==> config.mk <==
export PLATFORM = sky130hd
export DESIGN_NAME = mouse_tracker
export DESIGN_NICKNAME = d
export VERILOG_FILES = /design/src/rtl/ps2_pkg.sv /design/src/rtl/mouse_tracker.sv
export VERILOG_INCLUDE_DIRS = /design/src /design/src/include
export SDC_FILE = /design/constraint.sdc
export NUM_CORES = 1
export LEC_CHECK = 0
export BUFFER_PORTS_ARGS = -buffer_cell sky130_fd_sc_hd__buf_2
export CORE_MARGIN = 1.5
export CORE_UTILIZATION = 49
export DETAILED_ROUTE_END_ITERATION = 8
export PLACE_DENSITY = 0.85
export SYNTH_ARGS = -nofsm -noshare
export SYNTH_HDL_FRONTEND = slang
export SYNTH_SLANG_ARGS = --single-unit
export TNS_END_PERCENT = 30
==> constraint.sdc <==
create_clock -name clk -period 2.6 [get_ports clk]
set_clock_uncertainty 0.15 [all_clocks]
set_input_delay 0.52 -clock clk [delete_from_list [all_inputs] [get_ports clk]]
set_output_delay 0.52 -clock clk [all_outputs]
set_load 0.03 [all_outputs]
==> src/include/ps2_config.svh <==
`ifndef PS2_CONFIG_SVH
`define PS2_CONFIG_SVH

// host request-to-send timing, in system clocks.
`define PS2_INHIBIT_CYCLES 120

`define PS2_CMD_ENABLE 8'hF4 // enable data reporting.
`define PS2_ACK_BYTE   8'hFA

// screen rectangle; the smallest coordinates are zero.
`define MOUSE_X_MAX    9'd409
`define MOUSE_Y_MAX    9'd307
`define MOUSE_X_CENTER 9'd204
`define MOUSE_Y_CENTER 9'd153

`define PS2_REG_STATUS 4'h0
`define PS2_REG_POS_X  4'h4
`define PS2_REG_POS_Y  4'h8
`define PS2_REG_CTRL   4'hC

`endif

==> src/rtl/ps2_pkg.sv <==
`default_nettype none

package ps2_pkg;

  // first byte of a standard three-byte movement packet.
  typedef struct packed {
    logic y_ovf;
    logic x_ovf;
    logic y_sign;
    logic x_sign;
    logic sync;   // always one in a well-aligned packet.
    logic middle;
    logic right;
    logic left;
  } mouse_status_t;

  // a received byte, seen either as plain data or as a status byte.
  typedef union packed {
    logic [7:0]    raw;
    mouse_status_t status;
  } mouse_byte_u;

  // one decoded packet.
  typedef struct packed {
    logic [2:0]        buttons; // middle, right, left.
    logic signed [8:0] dx;
    logic signed [8:0] dy;      // positive is upward.
  } mouse_move_t;

endpackage

`default_nettype wire

==> src/rtl/mouse_tracker.sv <==
`timescale 1ns/1ns
`default_nettype none

`include "ps2_config.svh"

module mouse_tracker (
  input  logic                 clk,
  input  logic                 rst,
  input  logic                 move_valid,
  input  ps2_pkg::mouse_move_t move,
  input  logic                 recentre,
  output logic [8:0]           pos_x,
  output logic [8:0]           pos_y,
  output logic [2:0]           buttons
);

  logic signed [10:0] next_x;
  logic signed [10:0] next_y;

  function automatic logic [8:0] clamp(input logic signed [10:0] v, input logic [8:0] hi);
    if (v < 0) begin
      return 9'd0;
    end
    if (v > $signed({2'b00, hi})) begin
      return hi;
    end
    return v[8:0];
  endfunction

  // screen y grows downward, mouse y grows upward.
  assign next_x = $signed({2'b00, pos_x}) + move.dx;
  assign next_y = $signed({2'b00, pos_y}) - move.dy;

  always_ff @(posedge clk or posedge rst) begin
    if (rst) begin
      pos_x   <= `MOUSE_X_CENTER;
      pos_y   <= `MOUSE_Y_CENTER;
      buttons <= 3'd0;
    end else if (recentre) begin
      pos_x <= `MOUSE_X_CENTER;
      pos_y <= `MOUSE_Y_CENTER;
    end else if (move_valid) begin
      pos_x   <= clamp(next_x, `MOUSE_X_MAX);
      pos_y   <= clamp(next_y, `MOUSE_Y_MAX);
      buttons <= move.buttons;
    end
  end

endmodule

`default_nettype wire

==> results of run 1 <==
power groups by stage:
stage	Sequential (µW)	Combinational [µW]	Clock [µW]
2_1_floorplan	492	463	0
3_5_place_dp	419	807	0
6_report	414	918	213
4_1_cts	413	831	215
3_3_place_gp	417	785	0
5_1_grt	419	989	229
registers in the layout, summed over array words and instances (netlist names):
| signal | cells |
|---|---|
| buttons | 3 |
| pos_x | 9 |
| pos_y | 9 |
worst reg2reg max path, delay by kind of cell (launching register included):
kind | cells | cell delay [ns]
multiplexers | 1 | 0.31
AO/OA/AOI/OAI | 3 | 0.59
buffers and inverters | 2 | 0.32
flip-flops | 1 | 0.54
adder cells (fa/ha/maj) | 1 | 0.26
AND/OR/NAND/NOR | 2 | 0.40
cells by family after synthesis:
logic type                 synth area share (%)
adders and majority gates                  14.8
and+or+nand+nor                            15.6
xor gates and xnor gates                   6.70
AOI/OAI and AO/OA                          27.6
DFF                                        27.3
buffers and inverters                      5.74
muxes                                      2.23
cell usage in the layout, fill, tap and decap left out, types with 2 or more instances in the layout:
master / n
o21a_1: 2
inv_1: 17
mux2_2: 3
a21oi_1: 15
o31ai_1: 4
clkbuf_8: 3
o2111ai_2: 2
nand2b_1: 2
a22o_1: 4
o211ai_1: 3
buf_2: 45
nor3_1: 6
a21o_1: 4
nor2b_1: 5
o21ai_1: 7
nand3_1: 5
a21oi_2: 2
ha_1: 17
buf_4: 37
dfstp_2: 8
o21bai_1: 2
nor2_1: 11
a221o_1: 2
a311oi_1: 2
xnor2_1: 8
a31oi_1: 3
nand2_1: 15
inv_2: 2
xor2_1: 5
o21ai_0: 6
dfrtp_1: 13
ha_4: 2
fa_2: 2
nand2_2: 2
final cells by class:
cell class              instances  share of cell area, %
clock buffers                   4                   1.72
inverters                      19                   2.72
multi-input cells             173                   53.7
flip-flops and latches         21                   20.4
well taps                      48                   2.29
repair buffers                 82                   19.2
routing by layer:
layer / share of wire, % / wire [µm]
met1: 46 / 2420
met2: 47 / 2530
met3: 6.8 / 362
met4: 0.15 / 8
met5: 0 / 0
through the flow:
| step | total power, µW | setup TNS [ns] | hold slack [ns] |
|---|---|---|---|
| floorplan | 955 | -0.00390 | 0.341 |
| global placement | 1200 | -2.09 | 0.337 |
| detailed placement | 1230 | -3.65 | 0.353 |
| CTS | 1460 | 0 | 0.259 |
| global route | 1640 | -0.749 | 0.304 |
| finish | 1550 | -0.103 | 0.237 |
worst min-delay path by stage:
stage / cells past startpoint / startpoint / slack [ns] / endpoint
global route: 2 / rst / 0.30 / pos_y[2]$_DFFE_PP0P_
floorplan: 1 / rst / 0.34 / buttons[0]$_DFFE_PP0P_
detailed placement: 1 / buttons[2]$_DFFE_PP0P_ / 0.35 / buttons[2]$_DFFE_PP0P_
finish: 2 / rst / 0.24 / pos_y[2]$_DFFE_PP0P_
global placement: 1 / buttons[2]$_DFFE_PP0P_ / 0.34 / buttons[2]$_DFFE_PP0P_
CTS: 2 / rst / 0.26 / buttons[2]$_DFFE_PP0P_
repair_timing:
item / 4_1_cts / 5_1_grt
endpoints found under the setup margin: 9 / 15
hold endpoints to repair: 0 / 0
gates cloned: 0 / 0
buffers inserted: 2 / 6
pin swaps: 5 / 23
resized for setup: 4 / 14
==> results.cfg, run 1 <==
[hold_path]
hold_class = primary input to async pin

[clock_tree]
numCtsBuffers = 3
hold_buffers = 0
cts_max_level = 1
clk_latency_ns = 0.26
root_buffer = clkbuf_8
clockBufferDepth = 2
cts_tree = yes
path_clk_slew_ns = 0.07
clock-sinks = 21

[global_route]
gr-usage-met1_pct = 34.4
antenna_found_initial = 0
grt_pass1_wl_um = 8200
overflow = 0
grt_pass1_vias = 1846
grt_use_met2_pct = 37.0
grt_max_degree = 22
use_met3_pct = 5.62
grt_usage_pct = 23.8
busiest_layer = met2

[worst_setup_path]
path_buf_inv = 2
cp.required_ns = 2.64
cp_max_fo = 4
max_stage_delay_ns = 0.54
cp_top_family = compound AO/OA/AOI/OAI gates
rr_worst_depth = 9
cp-end-kind = flop
critPathLaunch = pos_x[2]$_DFFE_PP1P_
arrival_ns = 2.69
r2r_start = pos_x[2]$_DFFE_PP1P_
crit_cells = 9
r2r_slack_ns = -0.05
crit_type = flop to flop
cpMaxStageDelayCell = dfstp_2
crit_top_cell = buf_4
endpoint = pos_x[2]$_DFFE_PP1P_
r2r-end = pos_x[2]$_DFFE_PP1P_
crit_path_cell_trace = ha_1 > buf_4 > and4_1 > o21ai_1 > mux2i_1 > and2_4 > a311oi_2 > buf_4 > a221o_1
worstSetupStartpointType = flop

[sta]
rsz0062_at_grt = yes
finalSetupViolCount = 4
layout_setup_ws_ns = -0.0505
slew_violations = 0
slew_headroom_pct = 48.8
fin_crit_sh_pct = 102
period_needed_ns = 2.65
finalHoldViolations = 0
tightest_slew_ns = 0.768
clock.fmax_ghz = 0.377

[placed_design]
pre_cts_ws_ns = -0.350
place_congestion = 0.872
place_inst = 335
io_buffers = 45
dp_hpwl_um = 4020
dpl-instance-area_um2 = 2440

[layout]
area_growth_pct = 33.9
n_antenna_cell = 0
fin_nets = 347
layout-drive-gt1-share_pct = 41.8
multi_input_area_um2 = 1410
fin_util_pct = 70.1
fillers = 276
final_area_um2 = 2630
stdcell_count = 347
regArea_um2 = 536

[synthesis]
yosysWarningCount = 0
synth_top_area_share_pct = 16.6
synth-edff-count = 0
synth_flop_cell = dfrtp_1
ys_async_sr_fraction_pct = 100
syn-num-nets = 265
synth_most_common_cell = ha_1
synth-seq-cells = 21
synth_top_cell_by_area = dfrtp_1
synth_area_leaders = dfrtp_1 17%, ha_1 13%, dfstp_2 11%
ys_top_cells_by_count = 20 x ha_1, 19 x inv_1, 17 x a21oi_1
seq_area_frac_synth_pct = 27.3
avgSynthCellArea_um2 = 8.99
synth_cell_types = 55
netlist_instances = 218
syn-cell-area_um2 = 1960

[flow_run]
maxCapViolCount = 0

[floorplanning]
row_count = 22
die_w_um = 66.3
core_area_um2 = 3740
fp.dieArea_um2 = 4390
start_util_pct = 52.4
io_pins = 46
die-height_um = 66.3

[status]
violations = setup timing
status = complete, but fails checks

[power_and_ir_drop]
power.share.switching_pct = 41.6
internal_power_uw = 904
switching_power_uw = 642
clkPwrFrac_pct = 13.8
power.leakage_uw = 0.00128
share_comb_of_total_power_pct = 59.4
power_density_nw_per_um2 = 589
peakVddDrop_v = 0.000378
p_seq_share_pct = 26.8

[detailed_routing]
ant_nets = 0
finalWirelength_um = 5320
wl_per_cell_um = 15.3
drt_first_pass_iters = 4
drcViolationCount = 0
viasPerCell = 5.86
dr.first_iter.drc_count = 152
vias = 2034
Power figures use the tool's default switching activity.
==> inputs of run 2 (changes only) <==
RECOVER_POWER = 100   (was unset)
==> results.cfg, run 2 (synthesis results as in run 1) <==
[clock_tree]
clockBufferDepth = 2
cts_tree = yes
hold_buffers = 0
numCtsBuffers = 3
path_clk_slew_ns = 0.07
root_buffer = clkbuf_8
clk_latency_ns = 0.26
clock-sinks = 21
cts_max_level = 1

[detailed_routing]
drcViolationCount = 0
viasPerCell = 5.86
vias = 2034
ant_nets = 0
finalWirelength_um = 5320
dr.first_iter.drc_count = 160
drt_first_pass_iters = 5
wl_per_cell_um = 15.3

[floorplanning]
die-height_um = 66.3
row_count = 22
die_w_um = 66.3
fp.dieArea_um2 = 4390
io_pins = 46
core_area_um2 = 3740
start_util_pct = 52.4

[global_route]
antenna_found_initial = 0
grt_pass1_wl_um = 8200
overflow = 0
grt_max_degree = 22
grt_pass1_vias = 1846
grt_usage_pct = 23.8

[worst_setup_path]
cp_max_fo = 4
cp-end-kind = flop
arrival_ns = 2.70
worstSetupStartpointType = flop
crit_type = flop to flop
cp.required_ns = 2.64

[placed_design]
io_buffers = 45
place_congestion = 0.872
dp_hpwl_um = 4020
pre_cts_ws_ns = -0.350
place_inst = 335

[layout]
fin_nets = 347
layout-drive-gt1-share_pct = 38.8
area_growth_pct = 33.3
top_regs = pos_x (9), pos_y (9), buttons (3)
n_antenna_cell = 0
fin_util_pct = 69.8
stdcell_count = 347
final_cell_mix = 37 x buf_4, 36 x buf_2, 17 x inv_1, 17 x ha_1
final_common_cell = buf_4

[sta]
tightest_slew_ns = 0.766
finalSetupViolCount = 4
slew_violations = 0
period_needed_ns = 2.65
rsz0062_at_grt = yes
clock.fmax_ghz = 0.377
fin_crit_sh_pct = 102
finalHoldViolations = 0
tns_ns = -0.109
layout_setup_ws_ns = -0.0535
slew_headroom_pct = 48.9

[flow_run]
maxCapViolCount = 0

[power_and_ir_drop]
power_density_nw_per_um2 = 590
peakVddDrop_v = 0.000379
power.leakage_uw = 0.00124
p_total_uw = 1540

[hold_path]
hold_class = primary input to async pin

[status]
violations = setup timing
status = complete, but fails checks
## run 2: changes by cell type in the layout (fill, tap and decap cells not counted), sizes merged
| cell | previous run | this run |
|---|---|---|
| clkbuf | 4 | 13 |
| buf | 82 | 73 |
## run 2: worst paths after layout
kind / start / to / slack [ns] / cells after the start
setup / recovery: pos_x[2]$_DFFE_PP1P_ / pos_x[2]$_DFFE_PP1P_ / -0.05 / 9
hold / removal: rst / pos_y[2]$_DFFE_PP0P_ / 0.24 / 2
setup reg to reg: pos_x[2]$_DFFE_PP1P_ / pos_x[2]$_DFFE_PP1P_ / -0.05 / 9
hold reg to reg: buttons[1]$_DFFE_PP0P_ / buttons[1]$_DFFE_PP0P_ / 0.36 / 1
max in group asynchronous: rst / pos_y[1]$_DFFE_PP0P_ / 1.59 / 2
min in group clk: move[19] / buttons[1]$_DFFE_PP0P_ / 0.34 / 2
## run 2: per-stage QoR
step,hold slack [ns],instance area [µm²]
3_5_place_dp,0.353,2440
4_1_cts,0.259,2520
5_1_grt,0.304,2610
2_1_floorplan,0.341,1980
3_3_place_gp,0.337,2440
6_report,0.237,2610
## run 2: area by class of cell
cell class	instances	area [µm²]
Sequential cell	21	536
Clock buffer	4	45.0
Tap cell	48	60.1
Inverter	19	71.3
Timing Repair Buffer	82	492
Fill cell	281	1130
Multi-Input combinational cell	173	1410
## run 2: report_power, final
| group | switching [µW] | internal (µW) |
|---|---|---|
| logic | 501 | 413 |
| registers | 37.5 | 377 |
| clock network | 104 | 109 |
## run 2: layer usage
layer / vias up / share of wire [%] / GRT usage (%)
li1: 966 / - / -
met1: 979 / 46 / 34.4
met2: 87 / 48 / 37.0
met3: 2 / 6.6 / 5.62
met4: 0 / 0.15 / 3.32
met5: - / 0 / 0
## run 2: critical path, cell delays in order, from the launching register on
cell      delay, ns
dfstp_2        0.54
ha_1           0.26
buf_4          0.16
and4_1         0.19
o21ai_1        0.23
mux2i_1        0.31
and2_4         0.21
a311oi_2       0.04
buf_4          0.16
a221o_1        0.31
## run 2: repair_timing
action	4_1_cts	5_1_grt
gates resized for setup	4	14
endpoints found under the setup margin	9	15
pin swaps	5	23
setup buffers	2	6
==> inputs of run 3 (changes only) <==
ABC_AREA = 1   (was unset)
CORE_UTILIZATION = 50   (was 49)
==> results.cfg, run 3 <==
[synthesis]
synth_cell_types = 26
syn-cell-area_um2 = 2060
synth-seq-cells = 21
synth_top_cell_by_area = nand2_1
synth_most_common_cell = nand2_1
ys_top_cells_by_count = 93 x nand2_1, 47 x inv_1, 20 x ha_1, 20 x nand3_1, 17 x nor2_1
synth_top_area_share_pct = 16.9
yosysWarningCount = 0
synth-edff-count = 0
avgSynthCellArea_um2 = 6.85
synth_flop_cell = dfrtp_1
ys_async_sr_fraction_pct = 100
syn-num-nets = 348
netlist_instances = 301
seq_area_frac_synth_pct = 26.0
synth_area_leaders = nand2_1 17%, dfrtp_1 16%, ha_1 12%

[status]
status = completed

[clock_tree]
path_clk_slew_ns = 0.07
clock-sinks = 21
numCtsBuffers = 3
cts_tree = yes
hold_buffers = 0
cts_setup_buffers = 0
clockBufferDepth = 2
root_buffer = clkbuf_8
cts-resized-gates = 0
clk_latency_ns = 0.26
cts_max_level = 1

[sta]
slew_violations = 0
period_needed_ns = 2.41
finalSetupViolCount = 0
rsz0062_at_grt = no
finalHoldViolations = 0
tns_ns = 0
clock.fmax_ghz = 0.415
fin_crit_sh_pct = 92.7
holdWs_ns = 0.246
tightest_slew_ns = 0.777
slew_headroom_pct = 48.2

[detailed_routing]
dr.first_iter.drc_count = 102
viasPerCell = 5.14
drt_first_pass_iters = 4
drcViolationCount = 0
wl_per_cell_um = 11.8
ant_nets = 0
vias = 2061
finalWirelength_um = 4750

[power_and_ir_drop]
clkPwrFrac_pct = 16.6
internal_power_uw = 695
power.share.switching_pct = 45.0
power.leakage_uw = 0.00134
power_density_nw_per_um2 = 536
p_seq_share_pct = 32.3
peakVddDrop_v = 0.000438
switching_power_uw = 569
share_comb_of_total_power_pct = 51.1

[worst_setup_path]
cp_top_family = simple AND/OR/NAND/NOR gates
cpMaxStageDelayCell = fa_1
path_buf_inv = 0
cp_max_fo = 5
cp-end-kind = flop
crit_top_cell = nand2_1
crit_type = flop to flop
worstSetupStartpointType = flop
crit_path_cell_trace = ha_1 > fa_1 > nand3_1 > nand2_1 > nand2_1 > nand2_1 > xnor2_1 > nand3_2 > nand2_1 > nand2_2 > a21oi_1
max_stage_delay_ns = 0.41
cp.required_ns = 2.64
arrival_ns = 2.44

[floorplanning]
start_util_pct = 51.9
fp.dieArea_um2 = 4520
die-height_um = 67.2
die_w_um = 67.2
io_pins = 46
core_area_um2 = 3970
row_count = 23

[global_route]
antenna_found_initial = 0
grt_max_degree = 22
grt_pass1_vias = 1752
grt_usage_pct = 22.1
grt_pass1_wl_um = 7690
overflow = 0

[placed_design]
place_congestion = 0.965
io_buffers = 45
dp_hpwl_um = 3920

[hold_path]
hold_class = primary input to async pin

[layout]
fin_util_pct = 59.4
fin_nets = 399
area_growth_pct = 14.3
n_antenna_cell = 0
regArea_um2 = 536
top_regs = pos_x (9), pos_y (9), buttons (3)
multi_input_area_um2 = 1310
layout-drive-gt1-share_pct = 20.8
fillers = 386
final_cell_mix = 95 x nand2_1, 47 x inv_1, 24 x clkbuf_1
final_common_cell = nand2_1

[flow_run]
maxCapViolCount = 0
run 3: path summary, 6_finish.rpt:
check	start	end	slack, ns	cells after the start
hold reg to reg	buttons[1]$_DFFE_PP0P_	buttons[1]$_DFFE_PP0P_	0.33	2
hold / removal	rst	buttons[2]$_DFFE_PP0P_	0.25	2
setup reg to reg	pos_x[0]$_DFFE_PP0P_	pos_x[7]$_DFFE_PP1P_	0.19	11
max in group asynchronous	rst	pos_y[1]$_DFFE_PP0P_	1.57	2
min in group clk	move[19]	buttons[1]$_DFFE_PP0P_	0.31	3
setup / recovery	pos_x[0]$_DFFE_PP0P_	pos_x[7]$_DFFE_PP1P_	0.19	11
run 3: power by group through the flow:
stage,combinational [µW],sequential [µW],clock [µW]
finish,646,408,210
global route,727,412,228
CTS,668,407,215
detailed placement,662,413,0
global placement,644,411,0
floorplan,441,478,0
run 3: per-layer routing:
metal / GRT usage (%) / vias up / wire [µm]
met5: 0 / - / 0
li1: - / 1050 / -
met2: 34.3 / 56 / 2230
met1: 32.6 / 951 / 2230
met4: 3.83 / 0 / 21
met3: 4.00 / 4 / 269
run 3: through the flow:
stage               total power [µW]  instances  instance area [µm²]  setup slack [ns]
floorplan                        919        301                 2060             0.298
global placement                1060        397                 2360             0.123
detailed placement              1070        397                 2360            0.0559
CTS                             1290        401                 2400             0.272
global route                    1370        401                 2360            0.0384
finish                          1260        401                 2360             0.191
run 3: cell type report:
cell class,instances,area share (%)
sequential,21,22.7
tap,50,2.65
timing repair buffer,47,8.86
multi-input combinational,227,55.6
clock buffer,4,1.91
inverter,52,8.28
run 3: kinds of logic after synthesis:
kind of cell | after synthesis | synth area share (%)
DFF | 21 | 26.0
AOI/OAI and AO/OA | 30 | 8.98
xor gates and xnor gates | 4 | 2.06
and+or+nand+nor | 171 | 39.2
adders and majority gates | 22 | 14.1
buffers and inverters | 53 | 9.71
